--- config.mk ---
export PLATFORM = sky130hd
export DESIGN_NAME = pmu_int
export DESIGN_NICKNAME = d
export VERILOG_FILES = /design/src/verilog/pmu_pkg.sv /design/src/verilog/frame_decoder.sv /design/src/verilog/i2c_bit_timer.sv /design/src/verilog/i2c_byte_engine.sv /design/src/verilog/pmu_ctrl_fsm.sv /design/src/verilog/ack_frame_gen.sv /design/src/verilog/pmu_int.sv
export VERILOG_INCLUDE_DIRS = /design/src /design/src/verilog
export SDC_FILE = /design/constraint.sdc
export NUM_CORES = 1
export LEC_CHECK = 0
export ABC_AREA = 1
export BUFFER_PORTS_ARGS = -buffer_cell sky130_fd_sc_hd__buf_4
export CAP_MARGIN = 10
export CORE_MARGIN = 4
export CORE_UTILIZATION = 61
export DETAILED_ROUTE_END_ITERATION = 16
export GPL_TIMING_DRIVEN = 0
export HOLD_SLACK_MARGIN = 0.02
export PLACE_DENSITY = 0.79
export RECOVER_POWER = 100
export SETUP_SLACK_MARGIN = 0.3
export SYNTH_ARGS = -nofsm -noshare
export SYNTH_HDL_FRONTEND = slang
export SYNTH_HIERARCHICAL = 1
export SYNTH_SLANG_ARGS = --single-unit
export TNS_END_PERCENT = 30
--- constraint.sdc ---
create_clock -name clk -period 3 [get_ports clk]
set_clock_uncertainty 0.15 [all_clocks]
set_input_delay 0.3 -clock clk [delete_from_list [all_inputs] [get_ports clk]]
set_output_delay 0.3 -clock clk [all_outputs]
set_load 0.05 [all_outputs]
--- src/verilog/pmu_defines.svh ---
`ifndef PMU_DEFINES_SVH
`define PMU_DEFINES_SVH

// Frame addresses and the parameter byte that selects the voltage path
`define SET_FRAME_ADDR   8'h70
`define QUERY_FRAME_ADDR 8'h50
`define PARAM_VOLT       8'h76

// PMU target on the I2C bus
`define PMU_ADDR_WR 8'h68
`define PMU_ADDR_RD 8'h69

`define SUB_ENABLE 8'h10
`define SUB_SLEW   8'h20
`define SUB_VOLT0  8'h32
`define SUB_VOLT1  8'h26
`define SUB_VOLT2  8'h29
`define SLEW_VALUE 8'h55

`define RESP_ACK 8'h06
`define RESP_NAK 8'h15

// clk cycles per quarter of an I2C bit
`define I2C_QUARTER 4

`endif

--- src/verilog/pmu_pkg.sv ---
package pmu_pkg;

	typedef struct packed {
		logic [7:0] data;
		logic       valid;
		logic       frame;
	} in_byte_t;

	typedef struct packed {
		logic       query;
		logic       volt;
		logic [3:0] idx;
		logic [7:0] value;
	} pmu_cmd_t;

	typedef enum logic [1:0] {
		op_start,
		op_write,
		op_read,
		op_stop
	} i2c_op_t;

	typedef struct packed {
		i2c_op_t    op;
		logic [7:0] data;
	} i2c_req_t;

	typedef struct packed {
		logic       nak;
		logic       has_data;
		logic [7:0] data;
	} resp_req_t;

	typedef struct packed {
		logic [7:0] data;
		logic       valid;
		logic       last;
	} out_byte_t;

endpackage

--- src/verilog/frame_decoder.sv ---
`include "pmu_defines.svh"

module frame_decoder (
	input  logic               clk,
	input  logic               reset,
	input  pmu_pkg::in_byte_t  in_byte,
	output pmu_pkg::pmu_cmd_t  cmd,
	output logic               cmd_valid,
	input  logic               cmd_take
);

	logic [2:0] count;
	logic       is_set;
	logic       is_query;
	logic       capture;

	// A frame whose first byte arrives while a command is pending is skipped whole
	assign capture = in_byte.frame && in_byte.valid && !cmd_valid;

	always_ff @(posedge clk) begin
		if (reset) begin
			count <= '0;
			is_set <= 1'b0;
			is_query <= 1'b0;
			cmd_valid <= 1'b0;
		end else begin
			if (cmd_take)
				cmd_valid <= 1'b0;
			if (!in_byte.frame) begin
				count <= '0;
			end else if (in_byte.valid) begin
				if (count != 3'd4)
					count <= count + 3'd1;
				if (count == 3'd0) begin
					is_set <= !cmd_valid && (in_byte.data == `SET_FRAME_ADDR);
					is_query <= !cmd_valid && (in_byte.data == `QUERY_FRAME_ADDR);
				end
				if (capture && count == 3'd2 && is_query)
					cmd_valid <= 1'b1;
				if (capture && count == 3'd3 && is_set)
					cmd_valid <= 1'b1;
			end
		end
	end

	always_ff @(posedge clk) begin
		if (capture) begin
			case (count)
				3'd0: cmd.query <= (in_byte.data == `QUERY_FRAME_ADDR);
				3'd1: cmd.volt <= (in_byte.data == `PARAM_VOLT);
				3'd2: cmd.idx <= in_byte.data[3:0];
				3'd3: cmd.value <= in_byte.data;
				default: ;
			endcase
		end
	end

endmodule

--- src/verilog/i2c_bit_timer.sv ---
`include "pmu_defines.svh"

module i2c_bit_timer (
	input  logic clk,
	input  logic reset,
	input  logic run,
	output logic tick
);

	localparam int W = $clog2(`I2C_QUARTER) + 1;
	localparam logic [W-1:0] RELOAD = W'(`I2C_QUARTER - 1);

	logic [W-1:0] count;

	// Held at the reload value while idle so the first tick lands a fixed
	// number of cycles after run rises
	always_ff @(posedge clk) begin
		if (reset) begin
			count <= RELOAD;
		end else if (!run || count == '0) begin
			count <= RELOAD;
		end else begin
			count <= count - W'(1);
		end
	end

	assign tick = run && (count == '0);

endmodule

--- src/verilog/i2c_byte_engine.sv ---
module i2c_byte_engine (
	input  logic               clk,
	input  logic               reset,
	input  pmu_pkg::i2c_req_t  req,
	input  logic               req_valid,
	output logic               req_done,
	output logic               ack_ok,
	output logic [7:0]         rd_data,
	output logic               scl_low,
	output logic               sda_low,
	input  logic               sda_in,
	output logic               timer_run,
	input  logic               tick
);

	logic       active;
	logic [1:0] phase;
	logic [3:0] bit_cnt;
	logic [7:0] shift;
	logic       is_write;
	logic       last_tick;

	assign is_write = (req.op == pmu_pkg::op_write);
	assign timer_run = active;

	// Start and stop take one bit time, a byte takes nine including the ACK slot
	always_comb begin
		last_tick = 1'b0;
		if (tick && phase == 2'd3) begin
			if (req.op == pmu_pkg::op_start || req.op == pmu_pkg::op_stop)
				last_tick = 1'b1;
			else
				last_tick = (bit_cnt == 4'd8);
		end
	end

	always_ff @(posedge clk) begin
		if (reset) begin
			active <= 1'b0;
			phase <= '0;
			bit_cnt <= '0;
			scl_low <= 1'b0;
			sda_low <= 1'b0;
			ack_ok <= 1'b0;
			req_done <= 1'b0;
		end else begin
			req_done <= 1'b0;
			if (!active) begin
				if (req_valid && !req_done) begin
					active <= 1'b1;
					phase <= '0;
					bit_cnt <= '0;
				end
			end else if (tick) begin
				phase <= phase + 2'd1;
				case (req.op)
					pmu_pkg::op_start: begin
						if (phase == 2'd0) begin
							scl_low <= 1'b0;
							sda_low <= 1'b0;
						end
						if (phase == 2'd1)
							sda_low <= 1'b1;
						if (phase == 2'd3)
							scl_low <= 1'b1;
					end
					pmu_pkg::op_stop: begin
						if (phase == 2'd0) begin
							scl_low <= 1'b1;
							sda_low <= 1'b1;
						end
						if (phase == 2'd1)
							scl_low <= 1'b0;
						if (phase == 2'd2)
							sda_low <= 1'b0;
					end
					default: begin
						case (phase)
							2'd0: begin
								scl_low <= 1'b1;
								sda_low <= is_write && bit_cnt != 4'd8 && !shift[7];
							end
							2'd1: scl_low <= 1'b0;
							2'd2: begin
								if (bit_cnt == 4'd8)
									ack_ok <= !sda_in;
							end
							default: begin
								scl_low <= 1'b1;
								bit_cnt <= bit_cnt + 4'd1;
							end
						endcase
					end
				endcase
				if (last_tick) begin
					active <= 1'b0;
					req_done <= 1'b1;
				end
			end
		end
	end

	// Sampling at mid-high also moves the next write bit into the MSB
	always_ff @(posedge clk) begin
		if (!active && req_valid && !req_done)
			shift <= req.data;
		else if (active && tick && phase == 2'd2 && bit_cnt != 4'd8)
			shift <= {shift[6:0], sda_in};
	end

	assign rd_data = shift;

endmodule

--- src/verilog/pmu_ctrl_fsm.sv ---
`include "pmu_defines.svh"

module pmu_ctrl_fsm (
	input  logic                clk,
	input  logic                reset,
	input  pmu_pkg::pmu_cmd_t   cmd,
	input  logic                cmd_valid,
	output logic                cmd_take,
	output pmu_pkg::i2c_req_t   req,
	output logic                req_valid,
	input  logic                req_done,
	input  logic                ack_ok,
	input  logic [7:0]          rd_data,
	output pmu_pkg::resp_req_t  resp,
	output logic                resp_valid,
	input  logic                resp_take
);

	typedef enum logic [3:0] {
		S_IDLE, S_W_START, S_W_ADDR, S_W_SUB, S_W_DATA, S_W_STOP,
		S_R_START, S_R_ADDR, S_R_READ, S_R_STOP, S_RESPOND
	} state_t;

	state_t            state;
	pmu_pkg::pmu_cmd_t cur;
	logic              slew;
	logic              fail;
	logic [2:0]        en_shadow;
	logic [4:0]        dac;
	logic [7:0]        rd_byte;
	logic [7:0]        subaddr;
	logic [7:0]        wr_value;
	logic [7:0]        result;

	assign cmd_take = (state == S_IDLE) && cmd_valid;

	always_comb begin
		if (slew)
			subaddr = `SUB_SLEW;
		else if (!cur.volt)
			subaddr = `SUB_ENABLE;
		else if (cur.idx == 4'd0)
			subaddr = `SUB_VOLT0;
		else if (cur.idx == 4'd1)
			subaddr = `SUB_VOLT1;
		else
			subaddr = `SUB_VOLT2;

		if (slew)
			wr_value = `SLEW_VALUE;
		else if (!cur.volt)
			wr_value = {3'b100, en_shadow[0], 1'b1, en_shadow[2:1], 1'b1};
		else
			wr_value = {3'b000, dac};
	end

	always_comb begin
		req.op = pmu_pkg::op_start;
		req.data = '0;
		req_valid = 1'b1;
		case (state)
			S_W_START, S_R_START: req.op = pmu_pkg::op_start;
			S_W_ADDR: begin
				req.op = pmu_pkg::op_write;
				req.data = `PMU_ADDR_WR;
			end
			S_W_SUB: begin
				req.op = pmu_pkg::op_write;
				req.data = subaddr;
			end
			S_W_DATA: begin
				req.op = pmu_pkg::op_write;
				req.data = wr_value;
			end
			S_R_ADDR: begin
				req.op = pmu_pkg::op_write;
				req.data = `PMU_ADDR_RD;
			end
			S_R_READ: req.op = pmu_pkg::op_read;
			S_W_STOP, S_R_STOP: req.op = pmu_pkg::op_stop;
			default: req_valid = 1'b0;
		endcase
	end

	always_ff @(posedge clk) begin
		if (reset) begin
			state <= S_IDLE;
			slew <= 1'b0;
			fail <= 1'b0;
			en_shadow <= '0;
		end else begin
			if (req_done && req.op == pmu_pkg::op_write)
				fail <= fail | !ack_ok;
			case (state)
				S_IDLE: begin
					if (cmd_valid) begin
						slew <= 1'b0;
						fail <= 1'b0;
						if (!cmd.query && !cmd.volt && cmd.idx < 4'd3)
							en_shadow[cmd.idx[1:0]] <= cmd.value[0];
						state <= S_W_START;
					end
				end
				S_RESPOND: if (resp_take) state <= S_IDLE;
				default: begin
					if (req_done) begin
						case (state)
							S_W_START: state <= S_W_ADDR;
							S_W_ADDR: state <= S_W_SUB;
							S_W_SUB: state <= cur.query ? S_W_STOP : S_W_DATA;
							S_W_DATA: state <= S_W_STOP;
							S_W_STOP: begin
								if (cur.query) begin
									state <= S_R_START;
								end else if (slew) begin
									state <= S_RESPOND;
								end else begin
									slew <= 1'b1;
									state <= S_W_START;
								end
							end
							S_R_START: state <= S_R_ADDR;
							S_R_ADDR: state <= S_R_READ;
							S_R_READ: state <= S_R_STOP;
							default: state <= S_RESPOND;
						endcase
					end
				end
			endcase
		end
	end

	always_ff @(posedge clk) begin
		if (cmd_take) begin
			cur <= cmd;
			if (!cmd.query && cmd.volt)
				dac <= cmd.value[4:0];
		end
		if (req_done && state == S_R_READ)
			rd_byte <= rd_data;
	end

	// Enable state of one rail sits at bit 4, 1 or 2 of the enable register
	always_comb begin
		if (cur.volt)
			result = rd_byte;
		else if (cur.idx == 4'd0)
			result = {7'd0, rd_byte[4]};
		else if (cur.idx == 4'd1)
			result = {7'd0, rd_byte[1]};
		else
			result = {7'd0, rd_byte[2]};
	end

	assign resp_valid = (state == S_RESPOND);
	assign resp.nak = fail;
	assign resp.has_data = cur.query && !fail;
	assign resp.data = result;

endmodule

--- src/verilog/ack_frame_gen.sv ---
`include "pmu_defines.svh"

module ack_frame_gen (
	input  logic                clk,
	input  logic                reset,
	input  pmu_pkg::resp_req_t  resp,
	input  logic                resp_valid,
	output logic                resp_take,
	output pmu_pkg::out_byte_t  out,
	input  logic                out_ready
);

	logic data_phase;
	logic xfer;

	// The request stays put until resp_take, so the byte is held under back-pressure
	assign out.valid = resp_valid;
	assign out.data = data_phase ? resp.data : (resp.nak ? `RESP_NAK : `RESP_ACK);
	assign out.last = data_phase || resp.nak || !resp.has_data;

	assign xfer = out.valid && out_ready;
	assign resp_take = xfer && out.last;

	always_ff @(posedge clk) begin
		if (reset) begin
			data_phase <= 1'b0;
		end else if (xfer) begin
			data_phase <= !out.last;
		end
	end

endmodule

--- src/verilog/pmu_int.sv ---
module pmu_int (
	input  logic                clk,
	input  logic                reset,
	input  pmu_pkg::in_byte_t   in_byte,
	output pmu_pkg::out_byte_t  out,
	input  logic                out_ready,
	output logic                scl_low,
	output logic                sda_low,
	input  logic                sda_in
);

	pmu_pkg::pmu_cmd_t  cmd;
	logic               cmd_valid;
	logic               cmd_take;
	pmu_pkg::i2c_req_t  i2c_req;
	logic               req_valid;
	logic               req_done;
	logic               ack_ok;
	logic [7:0]         rd_data;
	logic               timer_run;
	logic               tick;
	pmu_pkg::resp_req_t resp;
	logic               resp_valid;
	logic               resp_take;

	frame_decoder i_frame_decoder (
		.clk(clk), .reset(reset), .in_byte(in_byte),
		.cmd(cmd), .cmd_valid(cmd_valid), .cmd_take(cmd_take)
	);

	i2c_bit_timer i_i2c_bit_timer (
		.clk(clk), .reset(reset), .run(timer_run), .tick(tick)
	);

	i2c_byte_engine i_i2c_byte_engine (
		.clk(clk), .reset(reset), .req(i2c_req), .req_valid(req_valid),
		.req_done(req_done), .ack_ok(ack_ok), .rd_data(rd_data),
		.scl_low(scl_low), .sda_low(sda_low), .sda_in(sda_in),
		.timer_run(timer_run), .tick(tick)
	);

	pmu_ctrl_fsm i_pmu_ctrl_fsm (
		.clk(clk), .reset(reset), .cmd(cmd), .cmd_valid(cmd_valid),
		.cmd_take(cmd_take), .req(i2c_req), .req_valid(req_valid),
		.req_done(req_done), .ack_ok(ack_ok), .rd_data(rd_data),
		.resp(resp), .resp_valid(resp_valid), .resp_take(resp_take)
	);

	ack_frame_gen i_ack_frame_gen (
		.clk(clk), .reset(reset), .resp(resp), .resp_valid(resp_valid),
		.resp_take(resp_take), .out(out), .out_ready(out_ready)
	);

endmodule

After elaboration in Yosys (flattened, before gate mapping) --
Index checks and enable logic that the tools add are counted.
Cells by class: add/subtract/negate cells 4, magnitude comparators 3, equal/unequal tests 36, muxes and demuxes 65, bitwise operators 6, reductions and logical operators 78
Operator list (count):
- $mux W8 | 10
- $mux W4 | 11
- $pmux W4 S8 | 1
- $pmux W8 S4 | 1
- $mux W1 | 30
- $logic_and A1 B1 Y1 | 28
- $eq A8 B7 Y1 const B | 3
- $reduce_and A5 Y1 | 4
- $eq A4 B3 Y1 const B | 4
- $eq A4 B4 Y1 const B | 4
- $ne A3 B3 Y1 const B | 5
- $reduce_and A2 Y1 | 7
- $logic_not A1 Y1 | 11
- $ne A2 B2 Y1 const B | 5
- $reduce_and A3 Y1 | 3
- $reduce_or A9 Y1 | 1
- $eq A4 B1 Y1 const B | 2
- $eq A4 B2 Y1 const B | 2
- $logic_not A4 Y1 | 2
- $pmux W1 S2 | 4
- $pmux W4 S2 | 1
- $reduce_bool A2 Y1 | 4
- $reduce_or A2 Y1 | 4
- $eq A2 B2 Y1 const B | 3
- 27 further kinds | 42
Storage, ports and cells: register bits 68, bits of input ports 14, output and inout port bits 12

Longest topological paths before layout --
depth in word-level cells 10, gate-level depth with buffers 16, mapped depth without buffers 16

Cells and area by module --
The synthesis kept the hierarchy.
Modules (own cells, without submodules):
- pmu_ctrl_fsm | instances 1, cells each 202, area each 1542.7 sq um, seq. area each 750.7 sq um
- i2c_byte_engine | instances 1, cells each 131, area each 1084.8 sq um, seq. area each 460.4 sq um
- frame_decoder | instances 1, cells each 86, area each 877.1 sq um, seq. area each 540.5 sq um
- ack_frame_gen | instances 1, cells each 28, area each 166.4 sq um, seq. area each 20.0 sq um
- i2c_bit_timer | instances 1, cells each 20, area each 158.9 sq um, seq. area each 60.1 sq um

Worst setup path after synthesis --
OpenSTA, ideal clock, no wires.
path kind flip-flop to flip-flop, start reg i_pmu_ctrl_fsm.state[3], end reg i_i2c_byte_engine.bit_cnt[2], setup time 115 ps, arrival 1867 ps, required time 2735 ps, slack 868 ps, stages on the path, launching flop included 13, buffers on the path 0, period minus slack after synthesis 2132 ps, cell sequence dfxtp_1 > inv_1 > nand2_1 > inv_1 > nand2_1 > o211ai_1 > or2_1 > inv_1 > ha_1 > nand4_1 > nand2_1 > a21oi_1 > nor2_1
RTL lines:
- start, declared | line pmu_ctrl_fsm.sv:24 | state_t state;
- start signal, assigned | line pmu_ctrl_fsm.sv:110 | S_W_SUB: state <= cur.query ? S_W_STOP : S_W_DATA;
- end signal, assigned | line i2c_byte_engine.sv:90 | bit_cnt <= bit_cnt + 4'd1;
- end, declared | line i2c_byte_engine.sv:18 | logic [3:0] bit_cnt;

Worst setup path in the final report --
start reg i_pmu_ctrl_fsm.state[1], end reg i_i2c_byte_engine.shift[5] (netlist: i_i2c_byte_engine/rd_data[5]) (enable)
On the way: longest elaborated chain between the ends 6, elaborated cells on any way between the ends 14, classes of those cells 9 x eq/ne; 1 x mux; 4 x reduce/logical
Ends and longest elaborated chain:
- $eq A4 B4 Y1 (tied with other cells) | line pmu_ctrl_fsm.sv:61 | case (state)
- $reduce_or A9 Y1 (no source line) (*)
- $mux W1 (*) | line pmu_ctrl_fsm.sv:61
- named net req_valid | line pmu_int.sv:16 | logic req_valid;
- $logic_and A1 B1 Y1 (*) (2 in a row) | line i2c_byte_engine.sv:105 | if (!active && req_valid && !req_done)
- $reduce_bool A2 Y1 (no source line) (*)
- end signal, assigned | line i2c_byte_engine.sv:106 | shift <= req.data;
- end signal, assigned | line i2c_byte_engine.sv:108 | shift <= {shift[6:0], sda_in};
- end, declared | line i2c_byte_engine.sv:19 | logic [7:0] shift;
The timed path passes the listed nets; every way through them passes the cells marked *. A chain may end at the register's enable or synchronous reset.

==> out/results.ini <==
[outcome]
status=completed

[sta]
tightestPinTransition_ps=774
rsz0062_at_grt=no
clock.fmax_ghz=0.385
fin_crit_sh_pct=86.5
tns_ps=0
slew_viol_final=0
relSlewSlack_pct=48.3
final-setup-viol-count=0
finalCriticalPeriod_ps=2590
final_hold_viol_count=0

[place]
globalplace.congestion=0.905
port_buffers=25
place_hpwl_um=5880

[synth]
postSynthAreaPerCell_um2=8.06
syn_area_mm2=0.00374
yosys_warnings=6
synth_nets=496
synthCells=464

[global_routing]
grt_pass1_vias=2868
grt_pass1_wl_um=12700
grt.overflow.total=0
grt_usage_pct=21.7
grt_start_max_net_pins=14
antenna_found_initial=0

[worst_setup_path]
crit_start=i_pmu_ctrl_fsm/state[1]$_SDFFE_PP0P_
path_cells=inv_1 > nand2_1 > a21oi_1 > a21oi_1 > nand4_1 > nand3_1 > clkbuf_1 > nand2_1
cp-end-kind=register
cp_slowest_cell=clkbuf_1
reg2reg_slack_ps=410
worstSetupPathType=register to register
worstReg2RegStart=i_pmu_ctrl_fsm/state[1]$_SDFFE_PP0P_
start_kind=register
slowest_delay_ps=460
cp.arrival_ps=2450
worstPathRequired_ps=2860
crit_fanout=10

[drt]
wire_per_inst_um=12.9
vias=3025
drtAntennaViolNets=0
route.detailed.vias_per_inst=5.17
routed_wl_um=7550
drt_iter0_drc=155
drc=0
firstDrtPassIters=4

[power]
seqPwrFrac_pct=40.5
sw_frac_of_total_pct=38.6
p_int_mw=1.89
p_clk_share_pct=21.7
powerDensity_mw_per_mm2=742
p_leak_nw=1.90
p_switching_mw=1.19
pwr-share-comb_pct=37.8
vdd_drop_max_v=0.000396

[cells_and_area]
utilization_pct=70.0
synthToLayoutAreaGrowth_pct=10.8
fillers=510
diodes=0
drive_above_1_share_pct=11.0
fin_nets=537

[floorplan]
core-area_mm2=0.00592
die-area_mm2=0.00745
initial_utilization_pct=63.2
die_w_um=86.3
num_rows=28
die_h_um=86.3
io_pins=26

[cts]
htree_num_levels=3
clkTransAtPathRegs_ps=80
cts_sinks=68
root_buffer=clkbuf_8
cts_inserted_buffers=9
clk_latency_ps=340
clk_path_buf_depth=2
cts_setup_buffers=0
cts_tree=done

[flow_run]
maxCapViolCount=0

[min_path]
worstHoldStart=in_byte[0]
hold_path_class=primary input to register

-- placed cells by master (no fill, tap or decap), types with 3 or more instances in the layout --
master	n
nand2_1	118
inv_1	74
nor2_1	62
edfxtp_1	38
nand3_1	33
dfxtp_1	30
a21oi_1	19
ha_1	18
clkbuf_1	17
o21ai_0	13
buf_4	12
clkbuf_8	9
mux2_2	8
nor3_1	7
nand4_1	6
dlygate4sd3_1	5
nand2_2	5
inv_2	4
inv_6	3
nand3_2	3
-- what timing repair did --
item / CTS / global route
endpoints found under the hold margin: 9 / 0
setup endpoints to repair: 0 / 6
resized for setup: 0 / 2
hold buffers: 5 / 0
-- state kept, by name, indices dropped and copies added (netlist names) --
| name | count |
|---|---|
| i_i2c_byte_engine/rd_data | 8 |
| i_i2c_byte_engine/bit_cnt | 4 |
| i_i2c_byte_engine/timer_run | 1 |
| i_ack_frame_gen/data_phase | 1 |
| i_pmu_ctrl_fsm/rd_byte | 8 |
| i_pmu_ctrl_fsm/en_shadow | 3 |
| i_pmu_ctrl_fsm/cur | 6 |
| i_i2c_byte_engine/scl_low | 1 |
| i_i2c_byte_engine/ack_ok | 1 |
| i_frame_decoder/is_set | 1 |
| i_pmu_ctrl_fsm/slew | 1 |
| i_frame_decoder/cmd_valid | 1 |
| i_frame_decoder/is_query | 1 |
| i_i2c_bit_timer/count | 3 |
| i_pmu_ctrl_fsm/dac | 5 |
| i_frame_decoder/cmd | 11 |
| i_i2c_byte_engine/sda_low | 1 |
| i_i2c_byte_engine/req_done | 1 |
| i_frame_decoder/count | 3 |
| i_pmu_ctrl_fsm/fail | 1 |
| i_pmu_ctrl_fsm/state | 4 |
| i_i2c_byte_engine/phase | 2 |
-- through the flow --
stage               setup slack [ps]  std cells  cell area, um^2  hold WS [ps]  power [mW]
finish                           406        585             4140          76.4        3.07
global route                     178        585             4140          84.1        3.31
CTS                              505        585             4250          51.7        3.14
detailed placement               520        564             4020           254        2.46
global placement                 550        564             4020           242        2.44
floorplan                        868        464             3740           219        2.20
-- critical path, delay by kind of cell, from the launching register on --
family	cells	cell delay, ps
and+or+nand+nor	4	840
buffers and inverters	2	580
DFF	1	430
AOI/OAI and AO/OA	2	260
-- power by group through the flow --
stage	logic, mW	registers [mW]	clock network, mW
global placement	1.18	1.26	0
finish	1.16	1.24	0.667
CTS	1.21	1.24	0.685
global route	1.33	1.26	0.728
detailed placement	1.20	1.26	0
floorplan	0.968	1.23	0
-- worst paths after layout --
| path | end | depth (start not counted) |
|---|---|---|
| setup / recovery | i_i2c_byte_engine/rd_data[5]$_DFFE_PP_ | 8 |
| hold / removal | i_frame_decoder/count[2]$_SDFFE_PP0P_ | 3 |
| setup reg to reg | i_i2c_byte_engine/rd_data[5]$_DFFE_PP_ | 8 |
| hold reg to reg | i_i2c_bit_timer/count[0]$_SDFF_PP1_ | 1 |
-- area by class of cell --
| type | count | area, um^2 | area share, % |
|---|---|---|---|
| flip-flops and latches | 68 | 1740 | 42.0 |
| multi-input cells | 312 | 1620 | 39.1 |
| inverters | 78 | 293 | 7.07 |
| repair buffers | 30 | 181 | 4.38 |
| clock buffers | 9 | 124 | 2.99 |
| well taps | 75 | 93.8 | 2.27 |
| clock inverters | 7 | 50.0 | 1.21 |
| plain buffers | 6 | 38.8 | 0.936 |
-- per-layer routing --
metal	track usage (%)	routed length, um
met2	38.6	3730
met3	4.47	429
met1	25.8	3250
met4	8.36	132
met5	0	0
Note: power is estimated with default switching activity, not from simulation.
